===== src/source/isa_pkg.sv =====
package isa_pkg;

	localparam int INSTR_W    = 32;
	localparam int REG_ADDR_W = 5;
	localparam int IMM_W      = 16;
	localparam int OPCODE_W   = 6;
	localparam int FUNCT_W    = 6;

	// low bit of each instruction field
	localparam int OPCODE_LO = 26;
	localparam int RS_LO     = 21;
	localparam int RT_LO     = 16;
	localparam int RD_LO     = 11;
	localparam int FUNCT_LO  = 0;

	typedef enum logic [OPCODE_W-1:0] {
		OP_RTYPE = 6'b000000,
		OP_ADDI  = 6'b001000,
		OP_SLTI  = 6'b001010,
		OP_ORI   = 6'b001101,
		OP_XORI  = 6'b001111,
		OP_ANDI  = 6'b000001, // not the usual mips code
		OP_LUI   = 6'b000111
	} opcode_e;

	typedef enum logic [FUNCT_W-1:0] {
		F_ADD  = 6'h20,
		F_SUB  = 6'h22,
		F_AND  = 6'h24,
		F_OR   = 6'h25,
		F_XOR  = 6'h26,
		F_NOR  = 6'h27,
		F_SLT  = 6'h2A,
		F_SLLV = 6'h04,
		F_SRLV = 6'h06,
		F_SRAV = 6'h07
	} funct_e;

endpackage


===== src/source/core_pkg.sv =====
package core_pkg;

	localparam int XLEN     = 32;
	localparam int NUM_REGS = 32;
	localparam int SHAMT_W  = $clog2(XLEN); // shift amount bits taken from operand b

	typedef enum logic [3:0] {
		ALU_ADD,
		ALU_SUB,
		ALU_AND,
		ALU_OR,
		ALU_XOR,
		ALU_NOR,
		ALU_SLT,
		ALU_SLL,
		ALU_SRL,
		ALU_SRA,
		ALU_PASS_B
	} alu_op_e;

	// cause codes as carried in the cause register field
	typedef enum logic [4:0] {
		EXC_NONE     = 5'b00000,
		EXC_UNKNOWN  = 5'b00010,
		EXC_OVERFLOW = 5'b00100
	} exc_cause_e;

	localparam logic [XLEN-1:0] VEC_UNKNOWN  = 32'h0000_0150;
	localparam logic [XLEN-1:0] VEC_OVERFLOW = 32'h0000_0064;

endpackage


===== src/source/reg_file.sv =====
`timescale 1ns/100ps

module reg_file import core_pkg::*, isa_pkg::*; (
	input  logic                  clk,
	input  logic                  rst,
	input  logic [REG_ADDR_W-1:0] rs_addr,
	input  logic [REG_ADDR_W-1:0] rt_addr,
	input  logic                  wb_en,
	input  logic [REG_ADDR_W-1:0] wb_reg,
	input  logic [XLEN-1:0]       wb_data,
	output logic [XLEN-1:0]       rs_data,
	output logic [XLEN-1:0]       rt_data
);

	logic [XLEN-1:0] regs [NUM_REGS];

	always_ff @(posedge clk) begin
		if (rst) begin
			for (int i = 0; i < NUM_REGS; i++)
				regs[i] <= '0;
		end else if (wb_en) begin
			regs[wb_reg] <= wb_data;
		end
	end

	// async reads, r0 hardwired to zero
	assign rs_data = (rs_addr == '0) ? '0 : regs[rs_addr];
	assign rt_data = (rt_addr == '0) ? '0 : regs[rt_addr];

endmodule


===== src/source/decode_stage.sv =====
`timescale 1ns/100ps

module decode_stage import core_pkg::*, isa_pkg::*; (
	input  logic                  instr_valid,
	input  logic [INSTR_W-1:0]    instr,
	input  logic [XLEN-1:0]       rs_data,
	input  logic [XLEN-1:0]       rt_data,
	input  logic                  wb_en,
	input  logic [REG_ADDR_W-1:0] wb_reg,
	input  logic [XLEN-1:0]       wb_data,
	output logic [REG_ADDR_W-1:0] rs_addr,
	output logic [REG_ADDR_W-1:0] rt_addr,
	output logic                  d_valid,
	output alu_op_e               alu_op,
	output logic [XLEN-1:0]       opa,
	output logic [XLEN-1:0]       opb,
	output logic [REG_ADDR_W-1:0] dest_reg,
	output logic                  writes_reg,
	output logic                  unknown
);

	opcode_e               opcode;
	funct_e                funct;
	logic [REG_ADDR_W-1:0] rd_addr;
	logic [IMM_W-1:0]      imm;
	logic [XLEN-1:0]       imm_sext;
	logic [XLEN-1:0]       imm_zext;
	logic [XLEN-1:0]       rs_val;
	logic [XLEN-1:0]       rt_val;

	assign opcode  = opcode_e'(instr[OPCODE_LO +: OPCODE_W]);
	assign funct   = funct_e'(instr[FUNCT_LO +: FUNCT_W]);
	assign rs_addr = instr[RS_LO +: REG_ADDR_W];
	assign rt_addr = instr[RT_LO +: REG_ADDR_W];
	assign rd_addr = instr[RD_LO +: REG_ADDR_W];
	assign imm     = instr[IMM_W-1:0];

	assign imm_sext = {{(XLEN-IMM_W){imm[IMM_W-1]}}, imm};
	assign imm_zext = {{(XLEN-IMM_W){1'b0}}, imm};

	// bypass from the instruction now in execute
	assign rs_val = (wb_en && wb_reg == rs_addr) ? wb_data : rs_data;
	assign rt_val = (wb_en && wb_reg == rt_addr) ? wb_data : rt_data;

	assign d_valid = instr_valid;

	always_comb begin
		alu_op   = ALU_ADD;
		opa      = rs_val;
		opb      = rt_val;
		dest_reg = rt_addr; // immediate forms write rt
		unknown  = 1'b0;
		case (opcode)
			OP_RTYPE: begin
				dest_reg = rd_addr;
				case (funct)
					F_ADD:   alu_op = ALU_ADD;
					F_SUB:   alu_op = ALU_SUB;
					F_AND:   alu_op = ALU_AND;
					F_OR:    alu_op = ALU_OR;
					F_XOR:   alu_op = ALU_XOR;
					F_NOR:   alu_op = ALU_NOR;
					F_SLT:   alu_op = ALU_SLT;
					F_SLLV:  alu_op = ALU_SLL;
					F_SRLV:  alu_op = ALU_SRL;
					F_SRAV:  alu_op = ALU_SRA;
					default: unknown = 1'b1;
				endcase
			end
			OP_ADDI: begin
				alu_op = ALU_ADD;
				opb    = imm_sext;
			end
			OP_SLTI: begin
				alu_op = ALU_SLT;
				opb    = imm_sext;
			end
			OP_ORI: begin
				alu_op = ALU_OR;
				opb    = imm_zext;
			end
			OP_XORI: begin
				alu_op = ALU_XOR;
				opb    = imm_zext;
			end
			OP_ANDI: begin
				alu_op = ALU_AND;
				opb    = imm_zext;
			end
			OP_LUI: begin
				alu_op = ALU_PASS_B;
				opb    = {imm, {(XLEN-IMM_W){1'b0}}}; // immediate in upper half
			end
			default: unknown = 1'b1;
		endcase
	end

	assign writes_reg = !unknown && (dest_reg != '0);

endmodule


===== src/source/exec_latch.sv =====
`timescale 1ns/100ps

module exec_latch import core_pkg::*, isa_pkg::*; (
	input  logic                  clk,
	input  logic                  rst,
	input  logic                  flush,
	input  logic                  d_valid,
	input  alu_op_e               alu_op,
	input  logic [XLEN-1:0]       opa,
	input  logic [XLEN-1:0]       opb,
	input  logic [REG_ADDR_W-1:0] dest_reg,
	input  logic                  writes_reg,
	input  logic                  unknown,
	output logic                  e_valid,
	output alu_op_e               e_alu_op,
	output logic [XLEN-1:0]       e_opa,
	output logic [XLEN-1:0]       e_opb,
	output logic [REG_ADDR_W-1:0] e_dest_reg,
	output logic                  e_writes_reg,
	output logic                  e_unknown
);

	// a flush kills the instruction coming out of decode
	always_ff @(posedge clk) begin
		if (rst || flush) begin
			e_valid      <= 1'b0;
			e_writes_reg <= 1'b0;
			e_unknown    <= 1'b0;
		end else begin
			e_valid      <= d_valid;
			e_writes_reg <= writes_reg;
			e_unknown    <= unknown;
		end
	end

	always_ff @(posedge clk) begin
		e_alu_op   <= alu_op;
		e_opa      <= opa;
		e_opb      <= opb;
		e_dest_reg <= dest_reg;
	end

endmodule


===== src/source/alu.sv =====
`timescale 1ns/100ps

module alu import core_pkg::*; (
	input  alu_op_e         alu_op,
	input  logic [XLEN-1:0] a,
	input  logic [XLEN-1:0] b,
	output logic [XLEN-1:0] y,
	output logic            overflow
);

	logic [XLEN:0]      sum;
	logic [XLEN:0]      diff;
	logic [SHAMT_W-1:0] shamt;

	// one extra bit catches the unsigned carry / borrow
	assign sum   = {1'b0, a} + {1'b0, b};
	assign diff  = {1'b0, a} - {1'b0, b};
	assign shamt = b[SHAMT_W-1:0];

	always_comb begin
		y        = '0;
		overflow = 1'b0;
		case (alu_op)
			ALU_ADD: begin
				y        = sum[XLEN-1:0];
				overflow = sum[XLEN];
			end
			ALU_SUB: begin
				y        = diff[XLEN-1:0];
				overflow = diff[XLEN]; // borrow
			end
			ALU_AND:    y = a & b;
			ALU_OR:     y = a | b;
			ALU_XOR:    y = a ^ b;
			ALU_NOR:    y = ~(a | b);
			ALU_SLT:    y = ($signed(a) < $signed(b)) ? XLEN'(1) : '0;
			ALU_SLL:    y = a << shamt;
			ALU_SRL:    y = a >> shamt;
			ALU_SRA:    y = $unsigned($signed(a) >>> shamt);
			ALU_PASS_B: y = b;
			default:    y = '0;
		endcase
	end

endmodule


===== src/source/exec_stage.sv =====
`timescale 1ns/100ps

module exec_stage import core_pkg::*, isa_pkg::*; (
	input  logic                  clk,
	input  logic                  rst,
	input  logic                  e_valid,
	input  alu_op_e               e_alu_op,
	input  logic [XLEN-1:0]       e_opa,
	input  logic [XLEN-1:0]       e_opb,
	input  logic [REG_ADDR_W-1:0] e_dest_reg,
	input  logic                  e_writes_reg,
	input  logic                  e_unknown,
	output logic                  wb_en,
	output logic [REG_ADDR_W-1:0] wb_reg,
	output logic [XLEN-1:0]       wb_data,
	output logic                  flush,
	output logic                  result_valid,
	output logic [XLEN-1:0]       result_data,
	output logic [REG_ADDR_W-1:0] result_reg,
	output logic                  exc_valid,
	output exc_cause_e            exc_cause,
	output logic [XLEN-1:0]       exc_vector
);

	logic [XLEN-1:0] alu_y;
	logic            alu_ovf;
	exc_cause_e      cause;
	logic [XLEN-1:0] vector;

	alu u_alu (
		.alu_op   (e_alu_op),
		.a        (e_opa),
		.b        (e_opb),
		.y        (alu_y),
		.overflow (alu_ovf)
	);

	// unknown wins over overflow
	always_comb begin
		if (e_unknown)
			cause = EXC_UNKNOWN;
		else if (alu_ovf)
			cause = EXC_OVERFLOW;
		else
			cause = EXC_NONE;
	end

	always_comb begin
		case (cause)
			EXC_UNKNOWN:  vector = VEC_UNKNOWN;
			EXC_OVERFLOW: vector = VEC_OVERFLOW;
			default:      vector = '0;
		endcase
	end

	assign flush   = e_valid && (cause != EXC_NONE);
	assign wb_en   = e_valid && e_writes_reg && (cause == EXC_NONE); // written at end of this cycle
	assign wb_reg  = e_dest_reg;
	assign wb_data = alu_y;

	always_ff @(posedge clk) begin
		if (rst) begin
			result_valid <= 1'b0;
			exc_valid    <= 1'b0;
		end else begin
			result_valid <= e_valid && (cause == EXC_NONE);
			exc_valid    <= flush;
		end
	end

	always_ff @(posedge clk) begin
		result_data <= alu_y;
		result_reg  <= e_dest_reg; // reported even for r0
		exc_cause   <= cause;
		exc_vector  <= vector;
	end

endmodule


===== src/source/alu_core_top.sv =====
`timescale 1ns/100ps

module alu_core_top import core_pkg::*, isa_pkg::*; (
	input  logic                  clk,
	input  logic                  rst,
	input  logic                  instr_valid,
	input  logic [INSTR_W-1:0]    instr,
	output logic                  result_valid,
	output logic [XLEN-1:0]       result_data,
	output logic [REG_ADDR_W-1:0] result_reg,
	output logic                  exc_valid,
	output exc_cause_e            exc_cause,
	output logic [XLEN-1:0]       exc_vector
);

	logic [REG_ADDR_W-1:0] rs_addr;
	logic [REG_ADDR_W-1:0] rt_addr;
	logic [XLEN-1:0]       rs_data;
	logic [XLEN-1:0]       rt_data;

	// decode side bundle
	logic                  d_valid;
	alu_op_e               alu_op;
	logic [XLEN-1:0]       opa;
	logic [XLEN-1:0]       opb;
	logic [REG_ADDR_W-1:0] dest_reg;
	logic                  writes_reg;
	logic                  unknown;

	// execute side bundle
	logic                  e_valid;
	alu_op_e               e_alu_op;
	logic [XLEN-1:0]       e_opa;
	logic [XLEN-1:0]       e_opb;
	logic [REG_ADDR_W-1:0] e_dest_reg;
	logic                  e_writes_reg;
	logic                  e_unknown;

	logic                  wb_en;
	logic [REG_ADDR_W-1:0] wb_reg;
	logic [XLEN-1:0]       wb_data;
	logic                  flush;

	decode_stage u_decode (
		.instr_valid (instr_valid),
		.instr       (instr),
		.rs_data     (rs_data),
		.rt_data     (rt_data),
		.wb_en       (wb_en),
		.wb_reg      (wb_reg),
		.wb_data     (wb_data),
		.rs_addr     (rs_addr),
		.rt_addr     (rt_addr),
		.d_valid     (d_valid),
		.alu_op      (alu_op),
		.opa         (opa),
		.opb         (opb),
		.dest_reg    (dest_reg),
		.writes_reg  (writes_reg),
		.unknown     (unknown)
	);

	exec_latch u_latch (
		.clk          (clk),
		.rst          (rst),
		.flush        (flush),
		.d_valid      (d_valid),
		.alu_op       (alu_op),
		.opa          (opa),
		.opb          (opb),
		.dest_reg     (dest_reg),
		.writes_reg   (writes_reg),
		.unknown      (unknown),
		.e_valid      (e_valid),
		.e_alu_op     (e_alu_op),
		.e_opa        (e_opa),
		.e_opb        (e_opb),
		.e_dest_reg   (e_dest_reg),
		.e_writes_reg (e_writes_reg),
		.e_unknown    (e_unknown)
	);

	exec_stage u_exec (
		.clk          (clk),
		.rst          (rst),
		.e_valid      (e_valid),
		.e_alu_op     (e_alu_op),
		.e_opa        (e_opa),
		.e_opb        (e_opb),
		.e_dest_reg   (e_dest_reg),
		.e_writes_reg (e_writes_reg),
		.e_unknown    (e_unknown),
		.wb_en        (wb_en),
		.wb_reg       (wb_reg),
		.wb_data      (wb_data),
		.flush        (flush),
		.result_valid (result_valid),
		.result_data  (result_data),
		.result_reg   (result_reg),
		.exc_valid    (exc_valid),
		.exc_cause    (exc_cause),
		.exc_vector   (exc_vector)
	);

	reg_file u_regs (
		.clk     (clk),
		.rst     (rst),
		.rs_addr (rs_addr),
		.rt_addr (rt_addr),
		.wb_en   (wb_en),
		.wb_reg  (wb_reg),
		.wb_data (wb_data),
		.rs_data (rs_data),
		.rt_data (rt_data)
	);

endmodule


===== config.mk =====
export PLATFORM = sky130hd
export DESIGN_NAME = alu_core_top
export DESIGN_NICKNAME = d
export VERILOG_FILES = /design/src/source/isa_pkg.sv /design/src/source/core_pkg.sv /design/src/source/reg_file.sv /design/src/source/decode_stage.sv /design/src/source/exec_latch.sv /design/src/source/alu.sv /design/src/source/exec_stage.sv /design/src/source/alu_core_top.sv
export SDC_FILE = /design/constraint.sdc
export NUM_CORES = 2
export LEC_CHECK = 0
export ABC_AREA = 0
export BUFFER_PORTS_ARGS = -buffer_cell sky130_fd_sc_hd__buf_4
export CELL_PAD_IN_SITES_DETAIL_PLACEMENT = 1
export CELL_PAD_IN_SITES_GLOBAL_PLACEMENT = 2
export CORE_UTILIZATION = 31
export DETAILED_ROUTE_END_ITERATION = 10
export HOLD_SLACK_MARGIN = 0.1
export PLACE_DENSITY_LB_ADDON = 0.1
export SYNTH_ARGS = -nofsm -noshare
export SYNTH_HDL_FRONTEND = slang
export SYNTH_SLANG_ARGS = --single-unit

===== constraint.sdc =====
create_clock -name clk -period 11.31 [get_ports clk]
set_input_delay 0.5655 -clock clk [delete_from_list [all_inputs] [get_ports clk]]
set_output_delay 0.5655 -clock clk [all_outputs]
set_load 0.05 [all_outputs]

Word level (Yosys, flattened, before mapping)
Memory sizes are Yosys's and may differ from the RTL's.
Index checks and enable logic that the tools add are counted.
{"block": "totals", "n_memories": 1, "inputBits": 35, "ramBits": 1024, "regBits": 129}
{"name": "u_regs.regs", "depth": 32, "width": 32, "rd": 2, "rd_ports_with_merged_regs": 0, "wr": 32, "line_no": "reg_file.sv:15", "rtl": "logic [XLEN-1:0] regs [NUM_REGS];"}
{"block": "classes", "n_reduce_logical": 21, "magnitude_cmp": 1, "shifts": 3, "n_mux": 24, "eq_ne": 30, "add_sub_neg": 2, "bitwise_logic": 4}
{"operator": "$pmux W32 S11", "n": 1}
{"operator": "$mux W32", "n": 5}
{"operator": "$pmux W32 S3", "n": 1}
{"operator": "$eq A6 B6 Y1 const B", "n": 7}
{"operator": "$pmux W4 S9", "n": 1}
{"operator": "$add A32 B32 Y33", "n": 1}
{"operator": "$sub A32 B32 Y33", "n": 1}
{"operator": "$and A32 B32 Y32", "n": 1}
{"operator": "$lt A32 B32 Y1", "n": 1}
{"operator": "$not A32 Y32", "n": 1}
{"operator": "$or A32 B32 Y32", "n": 1}
{"operator": "$reduce_or A32 Y1", "n": 1}
{"operator": "$shl A32 B5 Y32", "n": 1}
{"operator": "$shr A32 B5 Y32", "n": 1}
{"operator": "$sshr A32 B5 Y32", "n": 1}
{"operator": "$xor A32 B32 Y32", "n": 1}
{"operator": "$eq A6 B3 Y1 const B", "n": 4}
{"operator": "$eq A6 B4 Y1 const B", "n": 4}
{"operator": "$pmux W4 S6", "n": 1}
{"operator": "$pmux W9 S2", "n": 1}
{"operator": "$eq A4 B3 Y1 const B", "n": 4}
{"operator": "$logic_not A5 Y1", "n": 3}
{"operator": "$mux W5", "n": 3}
{"operator": "$eq A4 B4 Y1 const B", "n": 3}
{"operator": "19 further kinds", "n": 36}

Longest topological paths before layout
{"block": "depth", "ltp_word": 11, "mapped_depth": 21}

Modules after synthesis
Synthesis repeated with hierarchy kept, for this count alone.
{"block": "hier_totals", "hier_cells": 5406, "hier_area_um2": 68345.5}
{"mod": "reg_file", "cells_each": 3555, "n_inst": 1, "area_per_inst_um2": 54438.5}
{"mod": "alu", "cells_each": 1350, "n_inst": 1, "area_per_inst_um2": 8983.6}
{"mod": "decode_stage", "cells_each": 331, "n_inst": 1, "area_per_inst_um2": 2182.1}
{"mod": "exec_latch", "cells_each": 79, "n_inst": 1, "area_per_inst_um2": 1544.0}
{"mod": "exec_stage", "cells_each": 91, "n_inst": 1, "area_per_inst_um2": 1197.4}

Worst setup path before layout
Ideal clock, no wire load.
{"block": "synth_timing", "path_type": "register to register", "start": "reg u_latch.e_opb[2]", "end": "mem u_regs.regs[4][0], enable pin", "setup_ps": 394, "stages_incl_launch_ff": 21, "arrival_time_ps": 5154, "t_required_ps": 10916, "synth_period_minus_slack_ps": 5548, "path_slack_ps": 5762, "path_cell_list": "dfxtp_1 clkbuf_1 clkinv_1 buf_1 buf_1 ha_1 clkbuf_1 or2_1 a221oi_2 nor2_1 a2111o_1 a21oi_2 nor3b_1 o211ai_4 and2b_1 buf_4 inv_2 buf_6 or4b_1 buf_2 nand2b_1"}
{"item": "start, declared", "line_no": "exec_latch.sv:17", "rtl": "output logic [XLEN-1:0] e_opb,"}
{"item": "start signal, assigned", "line_no": "exec_latch.sv:39", "rtl": "e_opb <= opb;"}
{"item": "end, declared", "line_no": "reg_file.sv:15"}

==> run metrics <==
status=finished clean; total of max-cap violations=0; area of the core=210,000 um2; Iteration-0 DRC Markers=5,419; DRT Pass-1 Iters=5; maximum clock path buffer count=3; Post-CTS Setup Bufs=0; Initial Util=31.3%; largest net degree at the start of global routing=97; worst-path fanout max=40; fmax=0.146 GHz; final instance count without filler cells=7,874; most common cell after layout, fill and taps aside=nor2_1; share of total power in sequential cells=36.4%; Post-Syn Area per Cell=between 10 and 15 um2; EDFF count, synth=1,024; skew final=0.0354 ns; top_reg_cell synth=edfxtp_1; CTS H-tree depth=4; kind of end point of the critical path=register; initial antenna violation count=28; Slew Limit Fails=0; worst slew pin tran=1.20 ns; die area=214,000 um2; Max transition margin=20.3%; Skew-Pair Late Insertion Delay=0.82 ns; count of final hold-check violations=0; post-cts sizing count=0; share of post-route cells with drive strength above 1=28.0%; final WL=about 300 mm; post-DR wirelength/cell=37.1 um; critical path's slowest cell=or4b_4; Syn Inst Count=about 5,100; detailed placement HPWL=200 mm; static leakage=26.3 nW; Die H=462 um; Fillers=21,900; antenna viol nets, final=0; clock share of power=33.8%; crit-path max cell delay=~0.93 ns; Rows=168; ys async rst share=0%; CP top delay family=simple AND/OR/NAND/NOR gates; most frequent CP cell=buf_4; Vias/cell=5.84; CTS tree=built; library cells used by synthesis=86; area leader, netlist=edfxtp_1; final hold slack=0.189 ns; Int Power=roughly 8.5 mW; Mapped Area=65,600 um2; WS Path Type=register to register; Placer Congestion=approximately 0.86; dominant cells by area after synthesis=edfxtp_1 (47%), mux4_2 (22%), nor2_1 (5.9%); Net Sw Frac=38.1%; Largest register FFs=1,024; Final Cycle Share=60.4%; Post-layout nets=5,086; Combinational Power Share=29.8%; Peak VDD IR=136 uV; RSZ-0062 raised after global routing=no; Root Buffer=clkbuf_16; Final Power=approximately 14 mW; data required time of the worst path=around 12 ns; # setup viols final=0; flops & latches, synth=1,143; Biggest register=u_regs.regs; Worst-path clk slew=0.07 ns; crit path DAT=7.26 ns; grt total ovfl=0; CP bufs+invs=5; Hold WC Path Type=input pin to register; CTS buffer count=142; Total Routing Usage GR=27.3%; commonest non-fill, non-tap cells in the layout=nor2_1 (1,025), edfxtp_1 (1,024), mux4_2 (651); CP cell instances=buf_4 > inv_1 > buf_4 > ha_1 > a221oi_2 > nor2_1 > a2111o_1 > a21oi_2 > nor3b_1 > o211ai_4 > and2b_2 > inv_2 > or4b_4 > nand2b_2 > buf_4; startpoint class of the critical path=register; share of the synthesized area in the top cell type=between 40% and 50%; via count=46,000; Final TNS setup=0 ns; yosys warns=0; Clock Sinks=1,143; final worst path period need=6.83 ns; die width=462 um; first-pass GRT wire length=399 mm; Pwr per Cell Area=185 nW/um2; P&R area growth vs syn=12.6%; P_sw=about 5.2 mW; post-placement cell count=about 7,600; drc violations=0; Top-Level Pins=111; sequential share of the synthesized area=approximately half; I/O Buffers=80; number of global-route vias before repair=roughly 46,000
## through the flow
step           utilization [%]  instance area [um2]  setup slack (ns)
6_report                  35.2                73900              4.48
5_1_grt                   35.2                73900              4.25
4_1_cts                   35.2                73900              4.53
3_5_place_dp              32.9                69100              4.58
3_3_place_gp              32.9                69100              4.61
2_1_floorplan                -                65700              5.76
## worst min-delay path, stage by stage
cell and delay, ns:
buf_4 0.17, a21oi_1 0.08, o221ai_1 0.11
## kinds of logic (layout without fill, tap and decap cells)
| family | count (synthesis) | after routing | synth area share (%) |
|---|---|---|---|
| AO/OA/AOI/OAI | 631 | 631 | 6.30 |
| XOR/XNOR | 37 | 37 | 0.494 |
| adder cells (fa/ha/maj) | 105 | 105 | 2.02 |
| buffers and inverters | 686 | 635 | 4.40 |
| flip-flops | 1143 | 1143 | 50.5 |
| multiplexers | 830 | 830 | 25.1 |
| other | 1 | 35 | 0.00571 |
| AND/OR/NAND/NOR | 1653 | 1653 | 11.2 |
## cell usage after synthesis, types with 22 or more instances
master	count
dfxtp_1	119
inv_1	133
nor3_1	30
buf_1	87
mux2i_1	157
clkbuf_1	388
nand3_1	37
xnor2_1	29
o21ai_0	159
buf_4	34
nand2b_1	53
ha_1	103
o211ai_1	37
mux4_2	651
a21o_1	25
edfxtp_1	1024
nor2_1	1027
a221oi_1	31
a21oi_1	166
o221ai_1	33
a211oi_1	37
buf_6	22
nand2_1	171
nor2_2	210
mux2_2	22
## final timing paths
path                                            end  slack, ns                    startpoint  cells past startpoint
setup / recovery  u_regs.regs[24][10]$_SDFFCE_PN0P_       4.48      u_latch.e_opb[3]$_DFF_P_                     15
hold / removal            u_latch.e_opb[17]$_DFF_P_       0.19                      instr[1]                      3
setup reg to reg  u_regs.regs[24][10]$_SDFFCE_PN0P_       4.48      u_latch.e_opb[3]$_DFF_P_                     15
hold reg to reg        u_exec.exc_vector[4]$_DFF_P_       0.55  u_latch.e_unknown$_SDFF_PP0_                      0
## per-layer routing
| metal | vias to the layer above | share of wire [%] | global-route usage, % |
|---|---|---|---|
| met3 | 263 | 5.7 | 3.58 |
| met4 | 4 | 3.5 | 9.19 |
| li1 | 18900 | - | - |
| met5 | - | 0.077 | 0 |
| met2 | 1575 | 45 | 41.5 |
| met1 | 25200 | 46 | 40.0 |
## cell type report
type	count	area (um2)	area share, %
Tap cell	2805	3510	4.75
Multi-Input combinational cell	3286	30200	40.9
Inverter	138	518	0.701
Timing Repair Buffer	235	1910	2.59
Clock buffer	188	3890	5.26
Sequential cell	1143	33100	44.8
Clock inverter	74	713	0.965
Antenna cell	5	12.5	0.0169
## power groups by stage
stage                     clock, mW  sequential (mW)  combinational, mW
after floorplan                   0             5.20               2.00
after global placement            0             5.06               4.06
after detailed placement          0             5.07               4.06
after CTS                      4.72             4.98               4.07
after global routing           4.86             5.01               4.22
final                          4.63             4.98               4.09
## timing repair
| action | CTS | global route |
|---|---|---|
| endpoints found under the setup margin | 0 | 0 |
| hold endpoints to repair | 22 | 0 |
| hold buffers | 19 | 0 |
(Power assumes the default switching activity.)
